$ cat config.mk
export PLATFORM = sky130hd
export DESIGN_NAME = serial_framing_top
export DESIGN_NICKNAME = d
export VERILOG_FILES = /design/src/frame_pkg.sv /design/src/link_pkg.sv /design/src/crc16_ccitt.sv /design/src/frame_encoder.sv /design/src/link_fifo.sv /design/src/frame_decoder.sv /design/src/serial_framing_top.sv
export VERILOG_INCLUDE_DIRS = /design/src
export SDC_FILE = /design/constraint.sdc
export NUM_CORES = 1
export LEC_CHECK = 0
export ABC_AREA = 1
export CORE_MARGIN = 5
export CORE_UTILIZATION = 37
export CTS_BUF_LIST = sky130_fd_sc_hd__clkbuf_4
export DETAILED_ROUTE_END_ITERATION = 8
export DONT_BUFFER_PORTS = 1
export PLACE_DENSITY_LB_ADDON = 0.12
export REMOVE_ABC_BUFFERS = 1
export SLEW_MARGIN = 5
export SYNTH_ARGS = -nofsm -noshare
export SYNTH_HDL_FRONTEND = slang
export SYNTH_SLANG_ARGS = --single-unit
$ cat constraint.sdc
create_clock -name clk -period 4 [get_ports clk]
set_input_delay 0.2 -clock clk [delete_from_list [all_inputs] [get_ports clk]]
set_output_delay 0.2 -clock clk [all_outputs]
set_load 0.02 [all_outputs]
$ cat src/serial_framing_macros.svh
`ifndef SERIAL_FRAMING_MACROS_SVH
`define SERIAL_FRAMING_MACROS_SVH

// ----------------------------------------
// buffer depths

`define RING_BITS 6        // send and message rings hold 64 bytes
`define LEN_FIFO_BITS 2    // four queued frame lengths
`define LINK_DEPTH 8       // link FIFO entries, also the initial credit count

// ----------------------------------------
// frame format

`define FRAME_SYNC 8'h7e   // closes every frame, may also pad between frames
`define SEQ_MARKER 4'h1    // upper nibble of the sequence byte
`define FRAME_OVERHEAD 5   // length, sequence, two CRC bytes and sync
`define MAX_PAYLOAD 58     // keeps the length byte at 63 or below

`endif

$ cat src/frame_pkg.sv
`default_nettype none

package frame_pkg;

	typedef enum logic [2:0] {
		ENC_IDLE,      // waiting for a length entry
		ENC_LEN,
		ENC_SEQ,
		ENC_DATA,
		ENC_CRC_HI,
		ENC_CRC_LO,
		ENC_SYNC
	} enc_state_e;

	typedef enum logic [2:0] {
		DEC_LEN,       // stray sync bytes between frames are skipped here
		DEC_SEQ,
		DEC_DATA,
		DEC_CRC_HI,
		DEC_CRC_LO,
		DEC_SYNC,
		DEC_FAULT      // sticky until clr
	} dec_state_e;

	typedef enum logic [2:0] {
		ERR_NONE,
		ERR_BAD_LEN,
		ERR_BAD_CRC,
		ERR_BAD_SEQ,
		ERR_BAD_MARKER,
		ERR_NO_SYNC
	} frame_err_e;

endpackage

`default_nettype wire

$ cat src/link_pkg.sv
`default_nettype none

`include "serial_framing_macros.svh"

package link_pkg;

	typedef logic [`RING_BITS-1:0] ring_ptr_t;                  // send and message rings

	// must reach LINK_DEPTH itself, not only LINK_DEPTH-1
	typedef logic [$clog2(`LINK_DEPTH + 1)-1:0] credit_t;

	typedef logic [5:0] len_t;                                 // payload length of one frame

endpackage

`default_nettype wire

$ cat src/crc16_ccitt.sv
`default_nettype none

module crc16_ccitt (
	input  wire logic        clk,
	input  wire logic        reset,
	input  wire logic        start,
	input  wire logic        load,
	input  wire logic [7:0]  data,
	output logic             busy,
	output logic [15:0]      crc
);

	logic [7:0] shift_in;      // byte being absorbed, lsb first
	logic [3:0] bit_cnt;       // bits still to absorb
	logic       feedback;

	assign busy = (bit_cnt != 4'd0);
	assign feedback = shift_in[0] ^ crc[0];

	always_ff @(posedge clk) begin
		if (reset) begin
			bit_cnt <= 4'd0;
		end else if (load) begin
			bit_cnt <= 4'd8;
		end else if (busy) begin
			bit_cnt <= bit_cnt - 1'b1;
		end
	end

	// reflected polynomial 0x8408, one bit per cycle
	always_ff @(posedge clk) begin
		if (start) begin
			crc <= 16'hffff;                             // a load in the same cycle shifts from here
		end else if (busy) begin
			crc <= {feedback, crc[15:12], crc[11] ^ feedback, crc[10:5],
				crc[4] ^ feedback, crc[3:1]};
		end
		if (load) begin
			shift_in <= data;
		end else if (busy) begin
			shift_in <= {1'b0, shift_in[7:1]};
		end
	end

endmodule

`default_nettype wire

$ cat src/frame_encoder.sv
`default_nettype none

`include "serial_framing_macros.svh"

module frame_encoder import frame_pkg::*, link_pkg::*; (
	input  wire logic        clk,
	input  wire logic        reset,
	input  wire logic        clr,
	input  wire logic        len_wr_en,
	input  wire len_t        len_data,
	output logic             len_full,
	input  wire logic        pay_wr_en,
	input  wire logic [7:0]  pay_data,
	output logic             pay_full,
	output logic             tx_valid,
	output logic [7:0]       tx_byte,
	input  wire logic        tx_credit
);

	localparam int RING_SIZE = 1 << `RING_BITS;
	localparam int LEN_DEPTH = 1 << `LEN_FIFO_BITS;

	logic [7:0]              pay_ring [RING_SIZE];
	ring_ptr_t               pay_wptr;
	ring_ptr_t               pay_rptr;
	len_t                    len_mem [LEN_DEPTH];
	logic [`LEN_FIFO_BITS:0] len_wptr;                          // extra bit tells full from empty
	logic [`LEN_FIFO_BITS:0] len_rptr;
	logic                    len_empty;

	enc_state_e  state;
	len_t        len_cnt;           // payload bytes still to send
	logic [3:0]  seq;
	credit_t     credits;
	logic        emit;
	logic [7:0]  next_byte;
	logic        crc_start;
	logic        crc_load;
	logic        crc_busy;
	logic [15:0] crc;

	assign pay_full = (ring_ptr_t'(pay_wptr + 1'b1) == pay_rptr);
	assign len_empty = (len_wptr == len_rptr);
	assign len_full = (len_wptr[`LEN_FIFO_BITS] != len_rptr[`LEN_FIFO_BITS]) &&
		(len_wptr[`LEN_FIFO_BITS-1:0] == len_rptr[`LEN_FIFO_BITS-1:0]);

	// one byte per emit, never back to back and never into a running CRC
	assign emit = (state != ENC_IDLE) && (credits != '0) && !crc_busy && !tx_valid;

	always_comb begin
		case (state)
			ENC_LEN:    next_byte = 8'({2'b00, len_cnt} + `FRAME_OVERHEAD);
			ENC_SEQ:    next_byte = {`SEQ_MARKER, seq};
			ENC_DATA:   next_byte = pay_ring[pay_rptr];
			ENC_CRC_HI: next_byte = crc[15:8];
			ENC_CRC_LO: next_byte = crc[7:0];
			default:    next_byte = `FRAME_SYNC;
		endcase
	end

	assign crc_start = emit && (state == ENC_LEN);
	assign crc_load = emit && (state == ENC_LEN || state == ENC_SEQ || state == ENC_DATA);

	crc16_ccitt u_crc (
		.clk   (clk),
		.reset (reset),
		.start (crc_start),
		.load  (crc_load),
		.data  (next_byte),
		.busy  (crc_busy),
		.crc   (crc)
	);

	// ----------------------------------------
	// payload ring, length FIFO and output byte

	always_ff @(posedge clk) begin
		if (pay_wr_en && !pay_full) begin
			pay_ring[pay_wptr] <= pay_data;
		end
		if (len_wr_en && !len_full) begin
			len_mem[len_wptr[`LEN_FIFO_BITS-1:0]] <= len_data;
		end
		if (emit) begin
			tx_byte <= next_byte;
		end
	end

	// ----------------------------------------
	// frame builder

	always_ff @(posedge clk) begin
		if (reset) begin
			state <= ENC_IDLE;
			tx_valid <= 1'b0;
			credits <= credit_t'(`LINK_DEPTH);
			seq <= 4'd0;
			len_cnt <= '0;
			pay_wptr <= '0;
			pay_rptr <= '0;
			len_wptr <= '0;
			len_rptr <= '0;
		end else begin
			tx_valid <= emit;
			case ({emit, tx_credit})
				2'b10:   credits <= credits - 1'b1;
				2'b01:   credits <= credits + 1'b1;
				default: ;                                         // spent and returned cancel out
			endcase
			if (pay_wr_en && !pay_full) begin
				pay_wptr <= pay_wptr + 1'b1;
			end
			if (len_wr_en && !len_full) begin
				len_wptr <= len_wptr + 1'b1;
			end

			if (state == ENC_IDLE) begin
				if (!len_empty) begin
					len_cnt <= len_mem[len_rptr[`LEN_FIFO_BITS-1:0]];
					len_rptr <= len_rptr + 1'b1;
					state <= ENC_LEN;
				end
			end else if (emit) begin
				case (state)
					ENC_LEN: state <= ENC_SEQ;
					ENC_SEQ: begin
						seq <= seq + 1'b1;
						state <= (len_cnt == '0) ? ENC_CRC_HI : ENC_DATA;
					end
					ENC_DATA: begin
						pay_rptr <= pay_rptr + 1'b1;
						len_cnt <= len_cnt - 1'b1;
						if (len_cnt == len_t'(1)) begin
							state <= ENC_CRC_HI;
						end
					end
					ENC_CRC_HI: state <= ENC_CRC_LO;
					ENC_CRC_LO: state <= ENC_SYNC;
					default:    state <= ENC_IDLE;                // sync byte closes the frame
				endcase
			end

			if (clr) begin
				seq <= 4'd0;                                       // resynchronize with the decoder
			end
		end
	end

endmodule

`default_nettype wire

$ cat src/link_fifo.sv
`default_nettype none

`include "serial_framing_macros.svh"

module link_fifo (
	input  wire logic        clk,
	input  wire logic        reset,
	input  wire logic        rx_valid,
	input  wire logic [7:0]  rx_byte,
	output logic             byte_valid,
	output logic [7:0]       byte_data,
	input  wire logic        byte_pop,
	output logic             rx_credit
);

	localparam int ADDR_BITS = $clog2(`LINK_DEPTH);

	logic [7:0]         mem [`LINK_DEPTH];
	logic [ADDR_BITS:0] wptr;              // msb is the wrap bit
	logic [ADDR_BITS:0] rptr;
	logic               full;
	logic               pop;

	assign byte_valid = (wptr != rptr);
	assign byte_data = mem[rptr[ADDR_BITS-1:0]];
	assign full = (wptr[ADDR_BITS] != rptr[ADDR_BITS]) &&
		(wptr[ADDR_BITS-1:0] == rptr[ADDR_BITS-1:0]);
	assign pop = byte_pop && byte_valid;

	always_ff @(posedge clk) begin
		if (rx_valid && !full) begin
			mem[wptr[ADDR_BITS-1:0]] <= rx_byte;
		end
	end

	always_ff @(posedge clk) begin
		if (reset) begin
			wptr <= '0;
			rptr <= '0;
			rx_credit <= 1'b0;
		end else begin
			if (rx_valid && !full) begin
				wptr <= wptr + 1'b1;
			end
			if (pop) begin
				rptr <= rptr + 1'b1;
			end
			rx_credit <= pop;                  // freed slot goes back to the sender
		end
	end

endmodule

`default_nettype wire

$ cat src/frame_decoder.sv
`default_nettype none

`include "serial_framing_macros.svh"

module frame_decoder import frame_pkg::*, link_pkg::*; (
	input  wire logic        clk,
	input  wire logic        reset,
	input  wire logic        clr,
	input  wire logic        byte_valid,
	input  wire logic [7:0]  byte_data,
	output logic             byte_pop,
	output logic             msg_ready,
	output logic [7:0]       msg_data,
	input  wire logic        msg_rd_en,
	output logic             error,
	output frame_err_e       err_code
);

	localparam int RING_SIZE = 1 << `RING_BITS;

	logic [7:0]  msg_ring [RING_SIZE];
	ring_ptr_t   wptr;             // end of committed bytes
	ring_ptr_t   tmp_wptr;         // provisional write position
	ring_ptr_t   rptr;
	ring_ptr_t   base_wptr;
	logic        commit;
	logic        room;

	dec_state_e  state;
	frame_err_e  cause;
	len_t        len_cnt;
	logic [3:0]  exp_seq;
	logic [7:0]  crc_hi;
	logic        is_sync;
	logic        crc_start;
	logic        crc_load;
	logic        crc_busy;
	logic [15:0] crc;

	assign msg_ready = (rptr != wptr);
	assign msg_data = msg_ring[rptr];
	assign room = (ring_ptr_t'(tmp_wptr + 1'b1) != rptr);
	assign is_sync = (byte_data == `FRAME_SYNC);

	// committed pointer including a commit still in flight
	assign base_wptr = commit ? tmp_wptr : wptr;

	assign byte_pop = byte_valid && !clr && !crc_busy && (state != DEC_DATA || room);

	assign crc_start = byte_pop && (state == DEC_LEN) && !is_sync;
	assign crc_load = crc_start || (byte_pop && (state == DEC_SEQ || state == DEC_DATA));

	crc16_ccitt u_crc (
		.clk   (clk),
		.reset (reset),
		.start (crc_start),
		.load  (crc_load),
		.data  (byte_data),
		.busy  (crc_busy),
		.crc   (crc)
	);

	// ----------------------------------------
	// per-byte checks

	always_comb begin
		cause = ERR_NONE;
		case (state)
			DEC_LEN: begin
				if (!is_sync && (byte_data < 8'(`FRAME_OVERHEAD) ||
					byte_data > 8'(`FRAME_OVERHEAD + `MAX_PAYLOAD))) begin
					cause = ERR_BAD_LEN;
				end
			end
			DEC_SEQ: begin
				if (byte_data[7:4] != `SEQ_MARKER) begin
					cause = ERR_BAD_MARKER;                // marker wins over the count
				end else if (byte_data[3:0] != exp_seq) begin
					cause = ERR_BAD_SEQ;
				end
			end
			DEC_CRC_LO: begin
				if ({crc_hi, byte_data} != crc) begin
					cause = ERR_BAD_CRC;
				end
			end
			DEC_SYNC: begin
				if (!is_sync) begin
					cause = ERR_NO_SYNC;
				end
			end
			default: ;
		endcase
	end

	always_ff @(posedge clk) begin
		if (byte_pop && state == DEC_DATA) begin
			msg_ring[tmp_wptr] <= byte_data;
		end
		if (byte_pop && state == DEC_CRC_HI) begin
			crc_hi <= byte_data;
		end
	end

	// ----------------------------------------
	// frame checker

	always_ff @(posedge clk) begin
		if (reset) begin
			state <= DEC_LEN;
			error <= 1'b0;
			err_code <= ERR_NONE;
			exp_seq <= 4'd0;
			len_cnt <= '0;
			wptr <= '0;
			tmp_wptr <= '0;
			rptr <= '0;
			commit <= 1'b0;
		end else begin
			commit <= 1'b0;
			if (commit) begin
				wptr <= tmp_wptr;                              // frame becomes visible to the reader
			end
			if (msg_rd_en && msg_ready) begin
				rptr <= rptr + 1'b1;
			end

			if (clr) begin
				state <= DEC_LEN;
				error <= 1'b0;
				err_code <= ERR_NONE;
				exp_seq <= 4'd0;
				tmp_wptr <= base_wptr;                         // drop uncommitted bytes
			end else if (byte_pop) begin
				if (cause != ERR_NONE) begin
					state <= DEC_FAULT;
					error <= 1'b1;
					err_code <= cause;
				end else begin
					case (state)
						DEC_LEN: begin
							if (!is_sync) begin
								len_cnt <= len_t'(byte_data - 8'(`FRAME_OVERHEAD));
								state <= DEC_SEQ;
							end
						end
						DEC_SEQ: state <= (len_cnt == '0) ? DEC_CRC_HI : DEC_DATA;
						DEC_DATA: begin
							tmp_wptr <= tmp_wptr + 1'b1;
							len_cnt <= len_cnt - 1'b1;
							if (len_cnt == len_t'(1)) begin
								state <= DEC_CRC_HI;
							end
						end
						DEC_CRC_HI: state <= DEC_CRC_LO;
						DEC_CRC_LO: state <= DEC_SYNC;
						DEC_SYNC: begin
							commit <= 1'b1;
							exp_seq <= exp_seq + 1'b1;
							state <= DEC_LEN;
						end
						default: ;                                 // in FAULT bytes are popped and dropped
					endcase
				end
			end
		end
	end

endmodule

`default_nettype wire

$ cat src/serial_framing_top.sv
`default_nettype none

module serial_framing_top import frame_pkg::*, link_pkg::*; (
	input  wire logic        clk,
	input  wire logic        reset,
	input  wire logic        clr,

	input  wire logic        len_wr_en,
	input  wire len_t        len_data,
	output logic             len_full,
	input  wire logic        pay_wr_en,
	input  wire logic [7:0]  pay_data,
	output logic             pay_full,

	output logic             tx_valid,
	output logic [7:0]       tx_byte,
	input  wire logic        tx_credit,

	input  wire logic        rx_valid,
	input  wire logic [7:0]  rx_byte,
	output logic             rx_credit,

	output logic             msg_ready,
	output logic [7:0]       msg_data,
	input  wire logic        msg_rd_en,
	output logic             error,
	output frame_err_e       err_code
);

	logic       byte_valid;       // link FIFO to decoder
	logic [7:0] byte_data;
	logic       byte_pop;

	// ----------------------------------------
	// transmit path

	frame_encoder u_encoder (
		.clk       (clk),
		.reset     (reset),
		.clr       (clr),
		.len_wr_en (len_wr_en),
		.len_data  (len_data),
		.len_full  (len_full),
		.pay_wr_en (pay_wr_en),
		.pay_data  (pay_data),
		.pay_full  (pay_full),
		.tx_valid  (tx_valid),
		.tx_byte   (tx_byte),
		.tx_credit (tx_credit)
	);

	// ----------------------------------------
	// receive path

	link_fifo u_link_fifo (
		.clk        (clk),
		.reset      (reset),
		.rx_valid   (rx_valid),
		.rx_byte    (rx_byte),
		.byte_valid (byte_valid),
		.byte_data  (byte_data),
		.byte_pop   (byte_pop),
		.rx_credit  (rx_credit)
	);

	frame_decoder u_decoder (
		.clk        (clk),
		.reset      (reset),
		.clr        (clr),
		.byte_valid (byte_valid),
		.byte_data  (byte_data),
		.byte_pop   (byte_pop),
		.msg_ready  (msg_ready),
		.msg_data   (msg_data),
		.msg_rd_en  (msg_rd_en),
		.error      (error),
		.err_code   (err_code)
	);

endmodule

`default_nettype wire

==> impl_metrics.ini <==
[outcome]
outcome = finished, final reports clean

[sta]
timing.final.crit_share_pct = 95.3
hold_viol = 0
slew_headroom_pct = 26.0
setup_viol = 0
fmax_ghz = 0.262
min_period_ps = 3810
maxSlewViolCount = 0
finClkSkew_ps = 88.6
setup_tns_ps = 0
worst_slew_pin_slew_ps = 1110
rsz0062_at_grt = true

[clock_tree]
cts_tree = done
numCtsBuffers = 362
cts_setup_buffers = 0
clk_latency_ps = 1260
cts.sinks = 1282
ctsRootBufferMaster = clkbuf_4
max-clock-path-buffers = 4
clk_pin_slew_ps = 60
h-tree-depth = 5

[grt]
grt_pass1_vias = 36300
antenna_found_initial = 5
overflow = 0
grt_max_degree = 140
grt_pass1_wl_mm = 231
grt_usage_pct = 20.3

[yosys]
ys_seq_area_share_pct = 70.8
synth.top_cell.area_share_pct = 65.5
synth_area_sq_um = 52400
synth_edf_count = 1144
synth_area_leader_cell = edfxtp_1
synth_area_leaders = edfxtp_1 66%, nor2_1 6.3%, o21ai_0 6.3%, dfxtp_1 5.3%, nand2_1 2.6%
ys.warnings.count = 0
synth_commonest_cells = 1144 x edfxtp_1, 875 x nor2_1, 655 x o21ai_0
ys.flop_type = edfxtp_1
async_reset_ff_share_pct = 0
yosysMostFrequentCell = edfxtp_1
syn_avg_cell_area_sq_um = 11.7
synth-seq-cells = 1282
synth.distinct_cells = 55
synth_cells = 4466

[power]
finalPower_mw = 33.2
leakagePower_nw = 21.1
vdd_drop_max_mv = 0.295
p_per_area_nw_per_um2 = 547

[setup_path]
crit_type = flip-flop to flip-flop
worstPathRequired_ps = 4820
worst-path-max-fanout = 10
critical_path_arrival_ps = 4630
worstSetupEndpointType = flip-flop
cp-start-kind = flip-flop

[finish]
drive_above_1_share_pct = 15.8
fin_nets = 4867
area_delta_synth_final_pct = 15.8

[floorplan]
dieArea_sq_um = 149000
io_pins = 55
placementRows = 138
chipWidth_um = 386
die_h_um = 386
start_util_pct = 37.1
core-area_sq_um = 141000

[place]
portBuffers = 0
dp_hpwl_mm = 90.5
finalWeightedCongestion = 0.814

[min_path]
hp-class = primary input to flip-flop

[route]
wl_per_cell_um = 22.6
ant_nets = 0
viasPerCell = 5.27
finalWirelength_mm = 157
via_count = 36600
drt_first_pass_iters = 5
drt-initial-drc-count = 3209
drc = 0

[flow_run]
cap_violations = 0
==> through the flow <==
stage | cells | worst slack, ps | cell area, sq um | utilization [%] | hold WS, ps
finish | 6944 | 188 | 60700 | 43.0 | 159
global route | 6943 | -112 | 60700 | 43.0 | 12.9
CTS | 6934 | -70.8 | 60600 | 42.9 | 0.952
detailed placement | 6249 | 493 | 55100 | 39.0 | 290
global placement | 6249 | 480 | 55100 | 39.0 | 283
floorplan | 4210 | -6570 | 51400 | - | 269
==> path summary, 6_finish.rpt <==
check                                  start                          to  slack, ps  cells past startpoint
setup / recovery       u_encoder.pay_wptr[0]   u_encoder.pay_ring[55][0]        190                     13
hold / removal                   pay_data[2]    u_encoder.pay_ring[6][2]        160                      3
setup reg to reg       u_encoder.pay_wptr[0]   u_encoder.pay_ring[55][0]        190                     13
hold reg to reg   u_encoder.u_crc.bit_cnt[0]  u_encoder.u_crc.bit_cnt[0]        460                      2
==> layer usage <==
metal / vias up / GRT usage, % / part of all wire, %
met1: 18000 / 27.1 / 44
met5: - / 0 / 0.0083
li1: 17100 / - / -
met4: 2 / 7.14 / 2.7
met3: 286 / 4.61 / 6.3
met2: 1242 / 32.5 / 47
==> area by class of cell <==
cell class | count | area (sq um)
fill | 13600 | 80500
sequential | 1282 | 37100
multi-input combinational | 2709 | 13500
clock buffer | 533 | 4000
timing repair buffer | 232 | 2530
tap | 1890 | 2360
inverter | 219 | 858
clock inverter | 72 | 275
antenna | 7 | 17.5
==> registers in the layout (all words and copies together), names as in the netlist, 6 cells and up, named ones only <==
signal                    count
u_encoder.u_crc.crc          16
u_encoder.pay_ring          512
u_decoder.tmp_wptr            6
u_encoder.tx_byte             8
u_encoder.len_mem            24
u_decoder.crc_hi              8
u_decoder.wptr                6
u_link_fifo.mem              64
u_decoder.u_crc.crc          16
u_decoder.u_crc.shift_in      8
u_encoder.len_cnt             6
u_decoder.len_cnt             6
u_encoder.u_crc.shift_in      8
u_encoder.pay_wptr            6
u_decoder.msg_ring          512
u_encoder.pay_rptr            6
u_decoder.rptr                6
==> placed cells by master (no fill, tap or decap), types with 5 or more instances in the layout <==
cell type	Yosys	final
xor2_1	24	24
o21ai_1	12	12
dfxtp_1	138	132
o311ai_0	7	5
nand2_2	13	15
diode_2	0	7
nor2_2	4	7
o32ai_1	6	5
o22ai_1	175	171
a31oi_1	11	11
inv_2	13	22
buf_16	0	19
edfxtp_1	1144	1144
clkbuf_4	0	533
ha_1	30	30
nand2_1	368	366
buf_12	0	14
o31ai_1	6	5
nand4_1	16	16
a211oi_1	6	6
clkinv_1	3	65
a21oi_1	78	78
dlygate4sd3_1	0	61
nor3_1	20	20
o221ai_1	117	114
nor2_1	875	872
or2_2	6	6
inv_1	201	193
buf_4	7	132
clkinv_2	0	5
o211ai_1	40	40
nand3_1	190	190
xnor2_1	15	15
nand3_2	5	5
o21ai_0	655	652
==> cells by family (layout without fill, tap and decap cells) <==
kind of cell             count (synthesis)  count (layout)  share of synthesized area (%)
AO/OA/AOI/OAI                         1126            1126                           12.5
other                                    0               7                              0
XOR/XNOR                                39              39                          0.652
buffers and inverters                  475            1056                           3.58
AND/OR/NAND/NOR                       1513            1513                           11.7
flip-flops                            1282            1282                           70.8
adder cells (fa/ha/maj)                 31              31                          0.754
==> report_power, final <==
group          switching (mW)  total, mW  internal [mW]
combinational            3.99       5.53           1.54
clock                    5.38       11.4           6.03
sequential              0.436       16.3           15.8
total                    9.81       33.2           23.4
==> repair_timing <==
| action | in CTS | in global routing |
|---|---|---|
| hold buffers | 79 | 0 |
| setup endpoints to repair | 8 | 49 |
| pin swaps | 0 | 1 |
| gates resized for setup | 19 | 15 |
| cloned | 1 | 3 |
| hold endpoints to repair | 1475 | 0 |
==> worst max-delay path, stage by stage (launching register included) <==
cell and delay [ps]:
dfxtp_1 390, inv_1 160, nor2_1 190, nand2_1 100, o21ai_1 120, nand2_1 100
xor2_1 140, nor2_1 60, nand2_1 100, nand2_2 70, dlygate4sd3_1 670, inv_2 190
nand2_1 440, nor2_1 690
(Power assumes the default switching activity.)
